===== src/fabCfg_consts.svh =====
`ifndef FABCFG_CONSTS_SVH
`define FABCFG_CONSTS_SVH

// pattern that must be seen before any header is accepted
`define FAB_SYNC_WORD 32'hFAB0_FAB1

// data words per frame, one per row
`define FAB_ROWS 4

// row index width, all ones means no row
`define FAB_ROW_BITS 3

// word buffer between assembler and FSM
`define FAB_FIFO_DEPTH 4
`define FAB_FIFO_PTR_BITS 2

`endif


===== src/fabCfgPkg.sv =====
package fabCfgPkg;

	// field view of a header word
	typedef struct packed {
		logic [10:0] reserved; // bits 31..21, unused
		logic desync; // bit 20, drop back to unsynced
		logic [19:0] frameIndex; // frame number inside the fabric
	} cfgHeaderFields_s;

	// one header word, read either as a whole address or by fields
	typedef union packed {
		logic [31:0] raw; // full word, stored as frame address
		cfgHeaderFields_s fields; // decoded view
	} cfgHeader_u;

	// configuration FSM states
	typedef enum logic [1:0] {
		unsynced = 2'd0, // hunting for the sync word
		header = 2'd1, // next word is a header
		frameData = 2'd2 // shifting row words
	} cfgState_e;

endpackage


===== src/frameWriteIf.sv =====
`include "fabCfg_consts.svh"

interface frameWriteIf;
	logic rowWrite; // one pulse per data word
	logic [`FAB_ROW_BITS-1:0] rowSelect; // row count, all ones when idle
	logic [31:0] rowWord; // data word for the selected row
	logic frameStrobe; // last row of the frame
	logic [31:0] frameAddress; // header of the current frame

	modport fsm (
		output rowWrite,
		output rowSelect,
		output rowWord,
		output frameStrobe,
		output frameAddress
	);

	modport latch (
		input rowWrite,
		input rowSelect,
		input rowWord,
		input frameStrobe,
		input frameAddress
	);
endinterface


===== src/byteAssembler.sv =====
module byteAssembler (
	input logic CLK,
	input logic arstN,
	input logic [7:0] byteData,
	input logic byteValid,
	output logic byteReady,
	output logic wordReq,
	input logic wordAck,
	output logic [31:0] wordData
);
	logic [1:0] byteCount; // bytes collected so far
	logic full; // word complete, link owns it
	logic ackSeen; // receiver has taken the word
	logic byteTake;

	assign byteReady = !full; // no bytes while the word is in flight
	assign byteTake = byteValid && byteReady;

	// msb first, so each new byte pushes the older ones up
	always_ff @(posedge CLK) begin
		if (byteTake) begin
			wordData <= {wordData[23:0], byteData};
		end
	end

	always_ff @(posedge CLK or negedge arstN) begin
		if (!arstN) begin
			byteCount <= 2'd0;
			full <= 1'b0;
			wordReq <= 1'b0;
			ackSeen <= 1'b0;
		end else begin
			if (byteTake) begin
				byteCount <= byteCount + 2'd1; // wraps after the fourth byte
				if (byteCount == 2'd3) begin
					full <= 1'b1;
				end
			end

			// four-phase sender side
			if (full && !wordReq && !ackSeen && !wordAck) begin
				wordReq <= 1'b1; // data already stable
			end else if (wordReq && wordAck) begin
				wordReq <= 1'b0;
				ackSeen <= 1'b1;
			end else if (ackSeen && !wordAck) begin
				// link back to idle, reopen the byte port
				ackSeen <= 1'b0;
				full <= 1'b0;
			end
		end
	end

endmodule


===== src/wordFifo.sv =====
`include "fabCfg_consts.svh"

module wordFifo (
	input logic CLK,
	input logic arstN,
	input logic inReq,
	output logic inAck,
	input logic [31:0] inData,
	output logic outReq,
	input logic outAck,
	output logic [31:0] outData
);
	logic [31:0] mem [0:`FAB_FIFO_DEPTH-1];
	logic [`FAB_FIFO_PTR_BITS-1:0] wrPtr;
	logic [`FAB_FIFO_PTR_BITS-1:0] rdPtr;
	logic [`FAB_FIFO_PTR_BITS:0] count; // one extra bit to hold full depth
	logic outDone; // receiver acked, waiting for ack to drop
	logic push;
	logic pop;

	// new req, not yet acked, and a free slot
	assign push = inReq && !inAck && (count != (`FAB_FIFO_PTR_BITS+1)'(`FAB_FIFO_DEPTH));
	// head leaves once the output handshake has fully closed
	assign pop = outDone && !outAck;
	assign outData = mem[rdPtr]; // head word, stable while outReq is high

	always_ff @(posedge CLK) begin
		if (push) begin
			mem[wrPtr] <= inData;
		end
	end

	always_ff @(posedge CLK or negedge arstN) begin
		if (!arstN) begin
			wrPtr <= '0;
			rdPtr <= '0;
			count <= '0;
			inAck <= 1'b0;
			outReq <= 1'b0;
			outDone <= 1'b0;
		end else begin
			// input side, ack withheld while full
			if (push) begin
				inAck <= 1'b1;
				wrPtr <= wrPtr + 1'b1;
			end else if (inAck && !inReq) begin
				inAck <= 1'b0;
			end

			// output side
			if (!outReq && !outDone && !outAck && count != '0) begin
				outReq <= 1'b1;
			end else if (outReq && outAck) begin
				outReq <= 1'b0;
				outDone <= 1'b1;
			end else if (pop) begin
				outDone <= 1'b0;
				rdPtr <= rdPtr + 1'b1;
			end

			case ({push, pop})
				2'b10: count <= count + 1'b1;
				2'b01: count <= count - 1'b1;
				default: count <= count; // both or neither
			endcase
		end
	end

endmodule


===== src/configFsm.sv =====
`include "fabCfg_consts.svh"

module configFsm (
	input logic CLK,
	input logic arstN,
	input logic comActive,
	input logic wordReq,
	output logic wordAck,
	input logic [31:0] wordData,
	frameWriteIf.fsm frameWr
);
	fabCfgPkg::cfgState_e state;
	fabCfgPkg::cfgHeader_u hdr;
	logic [`FAB_ROW_BITS-1:0] rowCount; // rows left in this frame
	logic [31:0] addrReg; // last accepted header
	logic comActiveQ;
	logic restart;
	logic take;
	logic act;

	assign hdr.raw = wordData; // same word, two views
	assign restart = comActive && !comActiveQ; // com port just came up
	assign take = wordReq && !wordAck; // fresh word on the link
	assign act = take && !restart; // word dropped if it hits a restart

	// row writes go out in the cycle the word is acked
	assign frameWr.rowWrite = act && (state == fabCfgPkg::frameData);
	assign frameWr.rowSelect = frameWr.rowWrite ? rowCount : '1;
	assign frameWr.rowWord = wordData;
	assign frameWr.frameStrobe = frameWr.rowWrite && (rowCount == `FAB_ROW_BITS'(1));
	assign frameWr.frameAddress = addrReg;

	// four-phase receiver
	always_ff @(posedge CLK or negedge arstN) begin
		if (!arstN) begin
			wordAck <= 1'b0;
		end else if (take) begin
			wordAck <= 1'b1;
		end else if (wordAck && !wordReq) begin
			wordAck <= 1'b0; // sender released, close the cycle
		end
	end

	always_ff @(posedge CLK) begin
		if (act && state == fabCfgPkg::header && !hdr.fields.desync) begin
			addrReg <= hdr.raw;
		end
	end

	always_ff @(posedge CLK or negedge arstN) begin
		if (!arstN) begin
			state <= fabCfgPkg::unsynced;
			rowCount <= '0;
			comActiveQ <= 1'b0;
		end else begin
			comActiveQ <= comActive;
			if (restart) begin
				state <= fabCfgPkg::unsynced; // start over, partial frame lost
				rowCount <= '0;
			end else if (act) begin
				case (state)
					fabCfgPkg::unsynced: begin
						if (wordData == `FAB_SYNC_WORD) begin
							state <= fabCfgPkg::header;
						end
					end
					fabCfgPkg::header: begin
						if (hdr.fields.desync) begin
							state <= fabCfgPkg::unsynced;
						end else begin
							rowCount <= `FAB_ROW_BITS'(`FAB_ROWS);
							state <= fabCfgPkg::frameData;
						end
					end
					fabCfgPkg::frameData: begin
						rowCount <= rowCount - 1'b1;
						if (rowCount == `FAB_ROW_BITS'(1)) begin
							state <= fabCfgPkg::header; // wait for next header or desync
						end
					end
					default: state <= fabCfgPkg::unsynced;
				endcase
			end
		end
	end

endmodule


===== src/frameLatch.sv =====
`include "fabCfg_consts.svh"

module frameLatch (
	input logic CLK,
	input logic arstN,
	frameWriteIf.latch frameWr,
	output logic [31:0] frameAddress,
	output logic [`FAB_ROWS*32-1:0] frameBits,
	output logic frameValid
);
	logic [`FAB_ROWS-1:0][31:0] rowReg; // row r lives in slot r-1
	logic [`FAB_ROWS-1:0][31:0] nextRows; // rows with this cycle's write applied
	logic strobeQ; // delayed strobe for the long pulse

	// the last row lands together with the strobe, so publish the merged view
	always_comb begin
		nextRows = rowReg;
		if (frameWr.rowWrite) begin
			for (int r = 0; r < `FAB_ROWS; r++) begin
				if (frameWr.rowSelect == `FAB_ROW_BITS'(r + 1)) begin
					nextRows[r] = frameWr.rowWord;
				end
			end
		end
	end

	always_ff @(posedge CLK) begin
		rowReg <= nextRows;
	end

	always_ff @(posedge CLK or negedge arstN) begin
		if (!arstN) begin
			frameBits <= '0;
			frameAddress <= '0;
			strobeQ <= 1'b0;
			frameValid <= 1'b0;
		end else begin
			if (frameWr.frameStrobe) begin
				frameBits <= nextRows;
				frameAddress <= frameWr.frameAddress;
			end
			strobeQ <= frameWr.frameStrobe;
			frameValid <= frameWr.frameStrobe || strobeQ; // two cycles wide
		end
	end

endmodule


===== src/fabricConfig.sv =====
`include "fabCfg_consts.svh"

module fabricConfig (
	input logic CLK,
	input logic arstN,
	input logic [7:0] byteData,
	input logic byteValid,
	output logic byteReady,
	input logic comActive,
	output logic [31:0] frameAddress,
	output logic [`FAB_ROWS*32-1:0] frameBits,
	output logic frameValid
);
	logic wordReq; // assembler to FIFO
	logic wordAck;
	logic [31:0] wordData;
	logic fifoReq; // FIFO to FSM
	logic fifoAck;
	logic [31:0] fifoData;

	frameWriteIf frameWr ();

	byteAssembler assembler (
		.CLK(CLK),
		.arstN(arstN),
		.byteData(byteData),
		.byteValid(byteValid),
		.byteReady(byteReady),
		.wordReq(wordReq),
		.wordAck(wordAck),
		.wordData(wordData)
	);

	wordFifo fifo (
		.CLK(CLK),
		.arstN(arstN),
		.inReq(wordReq),
		.inAck(wordAck),
		.inData(wordData),
		.outReq(fifoReq),
		.outAck(fifoAck),
		.outData(fifoData)
	);

	configFsm fsm (
		.CLK(CLK),
		.arstN(arstN),
		.comActive(comActive),
		.wordReq(fifoReq),
		.wordAck(fifoAck),
		.wordData(fifoData),
		.frameWr(frameWr.fsm)
	);

	frameLatch latch (
		.CLK(CLK),
		.arstN(arstN),
		.frameWr(frameWr.latch),
		.frameAddress(frameAddress),
		.frameBits(frameBits),
		.frameValid(frameValid)
	);

endmodule


===== config.mk =====
export PLATFORM = sky130hd
export DESIGN_NAME = fabricConfig
export DESIGN_NICKNAME = d
export VERILOG_FILES = /design/src/fabCfgPkg.sv /design/src/frameWriteIf.sv /design/src/byteAssembler.sv /design/src/wordFifo.sv /design/src/configFsm.sv /design/src/frameLatch.sv /design/src/fabricConfig.sv
export VERILOG_INCLUDE_DIRS = /design/src
export SDC_FILE = /design/constraint.sdc
export NUM_CORES = 1
export LEC_CHECK = 0
export ABC_AREA = 1
export BUFFER_PORTS_ARGS = -buffer_cell sky130_fd_sc_hd__clkbuf_2
export CAP_MARGIN = 20
export CORE_MARGIN = 2
export CORE_UTILIZATION = 59
export DETAILED_ROUTE_END_ITERATION = 10
export MAX_ROUTING_LAYER = met4
export PLACE_DENSITY = 0.86
export REMOVE_ABC_BUFFERS = 1
export SYNTH_ARGS = -nofsm -noshare
export SYNTH_HDL_FRONTEND = slang
export SYNTH_SLANG_ARGS = --single-unit

===== constraint.sdc =====
create_clock -name CLK -period 4.42 [get_ports CLK]
set_input_delay 0.221 -clock CLK [delete_from_list [all_inputs] [get_ports CLK]]
set_output_delay 0.221 -clock CLK [all_outputs]
set_load 0.03 [all_outputs]

# Word-level counts from Yosys, hierarchy flattened

Memory sizes are Yosys's and may differ from the RTL's.
Cells that the tools add are included.

Reduce and logical (&&, ||, !) cells: 49
Bitwise logic cells: 3
Multiplexer cells: 36
Equal/unequal tests: 15
$add $sub $neg: 6

Operator list:

| cell                                                   | number |
|---|---|
| two-way mux 128 bit                                    | 1 |
| two-way mux 32 bit                                     | 4 |
| == test 32 bit (second input constant)                 | 1 |
| logical AND 1 bit                                      | 22 |
| two-way mux 1 bit                                      | 19 |
| nonzero test 2 bit                                     | 8 |
| two-way mux 3 bit                                      | 4 |
| case mux 3 bit (2 select lines)                        | 2 |
| zero test 1 bit                                        | 10 |
| two-way mux 2 bit                                      | 5 |
| AND reduction 3 bit                                    | 3 |
| adder 2 x 1 -> 2 bit (second input constant)           | 3 |
| == test 2 bit (second input constant)                  | 3 |
| == test 3 x 1 -> 1 bit (second input constant)         | 2 |
| == test 3 x 2 -> 1 bit (second input constant)         | 2 |
| inequality test 3 bit (second input constant)          | 2 |
| case mux 2 bit (3 select lines)                        | 1 |
| nonzero test 3 bit                                     | 2 |
| subtractor 3 x 1 -> 3 bit (second input constant)      | 2 |
| == test 2 x 1 -> 1 bit (second input constant)         | 2 |
| AND reduction 2 bit                                    | 2 |
| adder 3 x 1 -> 3 bit (second input constant)           | 1 |
| == test 3 bit (second input constant)                  | 1 |
| inequality test 3 x 1 -> 1 bit (second input constant) | 1 |
| other kinds (4)                                        | 6 |

RAM bits: 128
Flip-flop bits (word level): 376
Memories kept: 1
Input bits: 12

Memories:

| memory   | words | width | rd ports | clocked after Yosys merged registers in | wr ports | line           | source |
|---|---|---|---|---|---|---|---|
| fifo.mem | 4     | 32    | 1        | 0                                       | 1        | wordFifo.sv:13 | `` logic [31:0] mem [0:`FAB_FIFO_DEPTH-1]; `` |

# Depth between registers and ports, before layout

Gate-level depths: netlist of the first run.

Depth in word-level cells: 9
Gate-level depth with buffers: 16

# Hierarchy

Synthesis of the first run repeated with hierarchy kept, for this count alone.

Cells, all modules: 2,075
Area total of the unflattened synthesis: 20,139.3 um2

Modules (own cells, without submodules):

| module        | area an instance (um2) | instances | cells an instance | seq. area each (um2) |
|---|---|---|---|---|
| frameLatch    | 11,493.5               | 1         | 1,403             | 6,616.3 |
| wordFifo      | 5,657.9                | 1         | 445               | 4,093.9 |
| configFsm     | 1,801.7                | 1         | 167               | 1,136.1 |
| byteAssembler | 1,186.1                | 1         | 60                | 1,086.0 |

# Worst setup path before layout of the first run

OpenSTA, ideal clock, no wires.

Path kind: reg-to-reg
Start: reg fifo.rdPtr[0]
End: reg fsm.addrReg[0], in the netlist fsm.frameWr.frameAddress[0] (enable)
Slack: 0.663 ns
Setup time: 0.461 ns
Arrival: 3.296 ns
Data required time: 3.959 ns
Cell stages (with the launch flop): 10
Cell sequence: dfrtp_1 -> buf_6 -> inv_4 -> buf_6 -> nand2_1 -> nand3_1 -> nand2_1 -> inv_1 -> nand2_1 -> nor3_1

Word-level cells in the longest chain between the ends: 3

RTL lines:

| what                   | line            | source |
|---|---|---|
| start, declared        | wordFifo.sv:15  | `` logic [`FAB_FIFO_PTR_BITS-1:0] rdPtr; `` |
| start signal, assigned | wordFifo.sv:58  | `rdPtr <= rdPtr + 1'b1;` |
| memory (4 x 32 bit)    | n/a             |  |
| via fifo.outData[20]   | wordFifo.sv:11  | `output logic [31:0] outData` |
| zero test 1 bit        | configFsm.sv:45 | `if (act && state == fabCfgPkg::header && !hdr.fields.desync) begin` |
| logical AND 1 bit      | configFsm.sv:45 |  |
| end signal, assigned   | configFsm.sv:46 | `addrReg <= hdr.raw;` |
| end, declared          | configFsm.sv:15 | `logic [31:0] addrReg;` |

The timed path passes the listed nets, and every way through them passes these cells.
A chain may end at the register's enable or synchronous reset.

# Worst setup path after layout of the first run

Start: reg fifo.rdPtr[0]
End: reg fsm.addrReg[11], in the netlist fsm.frameWr.frameAddress[11] (enable)

Same word-level chain as after synthesis.

==> metrics.cfg, run 1 <==
[critical_path]
crit_required_ns=4.63
r2r_end=fsm.frameWr.frameAddress[11]$_DFFE_PP_
endpoint_kind=flip-flop
cp-startpoint=fifo.rdPtr[0]$_DFFE_PN0P_
critical_path.max_fanout=62
r2r-start=fifo.rdPtr[0]$_DFFE_PN0P_
crit_end=fsm.frameWr.frameAddress[11]$_DFFE_PP_
worstPathArrival_ns=3.12
startpoint_type=flip-flop
crit_type=reg2reg
worstRegToRegCells=8
r2r_setup_slack_ns=1.50

[sta]
worst_slack_ns=1.50
tns_ns=0
maxSlewViolCount=0
hold_viol=0
relSlewSlack_pct=27.5
worst_pin_slew_ns=1.09
final.min_clock_period_ns=2.92
final.setup_skew_ns=0.0277
finalCritPeriodShare_pct=66.0
setup_violations=0
rsz0062_at_grt=false
max_freq_ghz=0.343

[power_and_ir_drop]
power_density_nw_per_um2=551
ir_drop_mv=0.434
leakagePower_nw=9.82

[yosys]
synthCells=1463
synth_edf_count=192
synth_top_family_by_area=simple AND/OR/NAND/NOR gates
ys_top_cells_by_area=edfxtp_1 31%, dfrtp_1 25%, dfxtp_1 14%
ys_types=33
ys.warnings.count=0
synth_sequential_area_ratio_pct=69.1
yosys.area.top_type_share_pct=30.8
synthesis.area_sq_um=18700
ys_ff_latch=504
synth_mux_area_share_pct=9.68
synth-simple-area-share_pct=9.70
synthArstFlopShare_pct=36.5
synth_ff_type=edfxtp_1
synth_fa_ha_area_share_pct=1.04
synth_compound_area_share_pct=5.21
syn_avg_cell_area_sq_um=12.8
synth_xor_area_share_pct=0.327
yosysTopAreaCell=edfxtp_1

[cells_and_area]
fin_util_pct=69.0
fin_cells=2097
drive_gt1_share_pct=30.9
n_fill_cell=2040
n_antenna_cell=0
final_area_sq_um=21700
fin_nets=1681
syn2layout_area_growth_pct=15.8

[clocking]
insertion_delay_ns=0.56
cts_made_buffers=49
cts_tree=done
clock-sinks=504
htree_num_levels=2
clk_root_buffer_cell=clkbuf_16
ctsResizeCount=0
cts_buffer_depth=3
path_clk_slew_ns=0.06

[drt]
vias_per_cell=5.50
avgRoutedWirePerCell_um=18.6
drc_errors=0
initialDrtViolationCount=839
drtPass1Iterations=5
vias=11500
wl_um=38900
antenna_left=0

[placement]
placedCellCount=1994
dp_hpwl_um=23600
place_congestion=0.792
place_ws_ns=1.60
post_dp_cell_area_sq_um=19900
io_buffers=173

[global_route]
antenna_found_initial=0
grtUsageTotal_pct=24.7
grt_pass1_vias=12000
grt_start_max_net_pins=103
grt_overflow=0
grt_pass1_wl_um=62500

[flow_run]
maxCapViolCount=0

[floorplanning]
start_util_pct=59.6
die_area_sq_um=33200
core-area_sq_um=31400
fp.dieH_um=182
row_count=65
io_pins=174
die_w_um=182

[outcome]
outcome=complete, no violations

[hold_path]
hold_path.class=in2async

[area by class of cell]
type                            instances  area (sq um)  share of cell area [%]
Tap cell                              402           503                    2.32
Multi-Input combinational cell        762          4890                    22.6
Sequential cell                       504         12900                    59.7
Inverter                              135           509                    2.35
Clock inverter                         28           300                    1.39
Clock buffer                           64          1390                    6.41
Timing Repair Buffer                  202          1140                    5.28
[state kept, by name, summed over array words and instances, names as in the netlist, 2 cells and up]
name and flops:
assembler.byteCount 2, fifo.count 3, fifo.mem 128, fifo.wrPtr 2, fifo.rdPtr 2, latch.frameAddress 32, fsm.rowCount 3, latch.rowReg 128
fsm.frameWr.frameAddress 32, assembler.wordData 32, latch.frameBits 128, fsm.state 2
[worst max-delay path, stage by stage (launching register included)]
cell and delay (ns):
dfrtp_2 0.61, inv_4 0.57, nand2_1 0.11, nand3_1 0.12, nand2_1 0.19, inv_1 0.26
nand2_1 0.14, nor3_2 0.17, buf_4 0.35
[routing by layer]
metal	up-vias	share of wire, %	GRT usage, %	wire length, um
li1	5300	-	-	-
met1	5698	40	30.9	15700
met2	447	51	40.7	19800
met3	88	6.2	4.05	2400
met4	0	2.8	9.65	1110
met5	-	0	-	0
[synth_stat cells (6+ instances only)]
master / count
dfxtp_1: 128
o21ai_1: 68
ha_1: 14
xor2_1: 6
buf_2: 41
nand3_1: 62
a21oi_1: 6
nand2_2: 13
edfxtp_1: 192
o21ai_0: 20
nand2_1: 315
dfrtp_1: 184
buf_6: 17
mux2_2: 161
inv_1: 130
nor2_1: 23
o21ai_2: 53
[timing repair]
item / 4_1_cts / 5_1_grt
hold buffers: 11 / 0
buffers inserted: 0 / 0
endpoints found under the hold margin: 95 / 0
[logic make-up after synthesis]
kind of cell,after synthesis
flip-flops,504
AND/OR/NAND/NOR,428
buffers and inverters,197
multiplexers,161
AO/OA/AOI/OAI,151
adder cells (fa/ha/maj),15
XOR/XNOR,7
[power breakdown]
group | internal (mW) | switching, mW
registers | 5.37 | 0.242
clock network | 2.57 | 1.72
logic | 0.455 | 1.58
[how the worst min path moves through the flow]
stage                      from                               to  slack [ns]  cells after the start
final                     arstN  latch.frameBits[56]$_DFFE_PN0P_        0.26                      2
after global routing      arstN  latch.frameBits[56]$_DFFE_PN0P_        0.33                      2
after CTS                 arstN  latch.frameBits[56]$_DFFE_PN0P_        0.29                      2
after detailed placement  arstN  latch.frameBits[56]$_DFFE_PN0P_        0.32                      1
after global placement    arstN  latch.frameBits[56]$_DFFE_PN0P_        0.32                      1
after floorplan           arstN    assembler.ackSeen$_DFFE_PN0P_       -0.07                      0
[layout by cell type (no fill, tap or decap), types with 16 or more instances in the layout]
master | Yosys | final
buf_4 | 2 | 16
clkbuf_16 | 0 | 52
clkbuf_2 | 0 | 172
dfrtp_1 | 184 | 183
dfxtp_1 | 128 | 128
edfxtp_1 | 192 | 192
inv_1 | 130 | 130
mux2_2 | 161 | 161
nand2_1 | 315 | 315
nand3_1 | 62 | 62
nor2_1 | 23 | 18
o21ai_0 | 20 | 20
o21ai_1 | 68 | 68
o21ai_2 | 53 | 52
[per-stage QoR]
step           hold WS (ns)  power, mW
3_5_place_dp          0.324       7.69
3_3_place_gp          0.323       7.58
4_1_cts               0.291       12.0
2_1_floorplan       -0.0746       6.94
6_report              0.257       11.9
5_1_grt               0.327       12.5
No activity file was read; power rests on OpenSTA's default activity.
==> run 2: changes to the inputs <==
CORE_UTILIZATION = 53   (was 59)
PLACE_DENSITY = 0.82   (was 0.86)
clock period = 2.4 ns   (was 4.42 ns; I/O delays follow)
==> metrics.cfg, run 2 (same netlist as run 1, synthesis figures left out) <==
[global_route]
use_met2_pct=35.7  ; -5.0 points
grt_start_max_net_pins=84  ; -18%
grtUsageTotal_pct=21.6  ; -3.0 points
grt_pass1_vias=11200  ; -6.2%
antenna_found_initial=0  ; unchanged
grt_pass1_wl_um=60200  ; -3.8%
grt_overflow=0  ; unchanged
met3_usage_pct=3.23  ; -0.82 points
met1_usage_pct=27.8  ; -3.1 points
busiest_layer=met2

[clocking]
cts_tree=done
htree_num_levels=2  ; unchanged
clock-sinks=504  ; unchanged
insertion_delay_ns=0.58  ; +0.02 ns
cts_made_buffers=49  ; unchanged
clk_root_buffer_cell=clkbuf_16
path_clk_slew_ns=0.06  ; about the same
ctsResizeCount=0  ; unchanged
cts_buffer_depth=3  ; unchanged

[cells_and_area]
syn2layout_area_growth_pct=17.6
final_cell_mix=315 x nand2_1, 192 x edfxtp_1, 183 x dfrtp_1
fin_nets=1702  ; +1.2%
fin_util_pct=63.6  ; -5.5 points
n_antenna_cell=0  ; unchanged
drive_gt1_share_pct=31.4  ; +0.57 points
final_area_sq_um=22000  ; +1.6%
final_common_cell=nand2_1
top_regs=fifo.mem: 128 flops, latch.frameBits: 128 flops, latch.rowReg: 128 flops
n_fill_cell=2501  ; +23%

[outcome]
outcome=complete, no violations

[sta]
relSlewSlack_pct=64.9  ; +37 points
worst_slack_ns=0.173  ; -1.33 ns
rsz0062_at_grt=false
maxSlewViolCount=0  ; unchanged
hold_viol=0  ; unchanged
setup_violations=0  ; unchanged
worst_pin_slew_ns=0.527  ; -0.558 ns
max_freq_ghz=0.449  ; +31%
final.min_clock_period_ns=2.23  ; -0.689 ns
final.setup_skew_ns=0.0235  ; -0.00421 ns
finalCritPeriodShare_pct=92.8  ; +27 points

[critical_path]
crit_type=reg2reg
endpoint_kind=flip-flop
crit_required_ns=2.84  ; -1.79 ns
startpoint_type=flip-flop
critical_path.max_fanout=40  ; -35%
worstPathArrival_ns=2.67  ; -0.45 ns

[hold_path]
hold_path.class=in2reg

[floorplanning]
start_util_pct=54.1  ; -5.6 points
row_count=68  ; +4.6%
die_w_um=192  ; +5.4%
die_area_sq_um=36800  ; +11%
io_pins=174  ; unchanged
core-area_sq_um=34600  ; +10%
fp.dieH_um=192  ; +5.4%

[drt]
drtPass1Iterations=8  ; +3
wl_um=38100  ; -2.2%
drc_errors=0  ; unchanged
antenna_left=0  ; unchanged
initialDrtViolationCount=645  ; -23%
vias_per_cell=5.16  ; -6.2%
avgRoutedWirePerCell_um=17.6  ; -5.5%
vias=11200  ; -2.9%

[placement]
io_buffers=173  ; unchanged
place_ws_ns=0.246  ; -1.35 ns
dp_hpwl_um=24200  ; +2.7%
place_congestion=0.836  ; +5.6%
post_dp_cell_area_sq_um=20200  ; +1.8%

[flow_run]
maxCapViolCount=0  ; unchanged

[power_and_ir_drop]
leakagePower_nw=9.96  ; +1.4%
ir_drop_mv=0.752  ; +73%
power.total_mw=21.9  ; +83%
power_density_nw_per_um2=994  ; +81%

run 2: cell types whose count changed in the layout (fill, tap and decap cells not counted), moves of 2 or more:
cell	before	now
dlygate4sd3_1	11	13
clkbuf_8	5	12
clkinv_1	4	2
inv_6	2	0
bufinv_16	6	2
clkinv_8	0	2
clkinv_2	12	8
buf_4	16	23
clkbuf_1	7	11
clkbuf_16	52	50
buf_12	2	14
run 2: worst max-delay path, stage by stage (launching register included):
cell and delay (ns):
dfrtp_1 0.42, inv_1 0.14, ha_1 0.32, nand4_4 0.15, nor2_2 0.19, nand2_2 0.08, buf_4 0.26, nand2_1 0.12
o21ai_1 0.09, mux2_2 0.29
run 2: final timing paths:
path | startpoint | end | slack [ns] | cells past startpoint
worst min-delay path | comActive | fsm.comActiveQ$_DFF_PN0_ | 0.25 | 2
worst max register to register | fsm.state[0]$_DFFE_PN0P_ | latch.frameBits[45]$_DFFE_PN0P_ | 0.17 | 9
worst max-delay path | fsm.state[0]$_DFFE_PN0P_ | latch.frameBits[45]$_DFFE_PN0P_ | 0.17 | 9
min in group asynchronous | arstN | latch.frameBits[82]$_DFFE_PN0P_ | 0.54 | 3
worst min register to register | latch.strobeQ$_DFF_PN0_ | latch.frameValid$_DFF_PN0_ | 0.44 | 1
max in group asynchronous | arstN | latch.frameBits[50]$_DFFE_PN0P_ | 1.05 | 4
run 2: cell type report:
type | count | area [sq um] | share of cell area (%)
multi-input cells | 762 | 4890 | 22.2
inverters | 135 | 509 | 2.31
repair buffers | 223 | 1460 | 6.62
clock inverters | 19 | 211 | 0.960
flip-flops and latches | 504 | 12900 | 58.7
clock buffers | 72 | 1440 | 6.56
well taps | 455 | 569 | 2.59
run 2: metal layers:
layer	up-vias	part of all wire [%]	wire [um]
met4	0	2.4	927
met2	357	50	19000
met5	-	0	0
met3	74	6.0	2300
li1	5317	-	-
met1	5446	42	15900
run 2: what timing repair did:
action / 4_1_cts / 5_1_grt
hold endpoints to repair: 199 / 0
buffers inserted: 0 / 0
hold buffers: 13 / 0
run 2: stage by stage:
step           hold WS [ns]  cells  setup TNS (ns)
3_3_place_gp         0.0407   2066               0
3_5_place_dp         0.0448   2066               0
2_1_floorplan        -0.176   1401         -319.00
6_report              0.251   2170               0
4_1_cts               0.243   2170               0
5_1_grt               0.250   2170               0
run 2: power breakdown:
group	internal [mW]	leakage [nW]	switching (mW)
Sequential	9.89	5.32	0.350
Clock	4.43	0.811	3.22
Combinational	0.982	3.83	3.01
Total	15.3	9.96	6.58
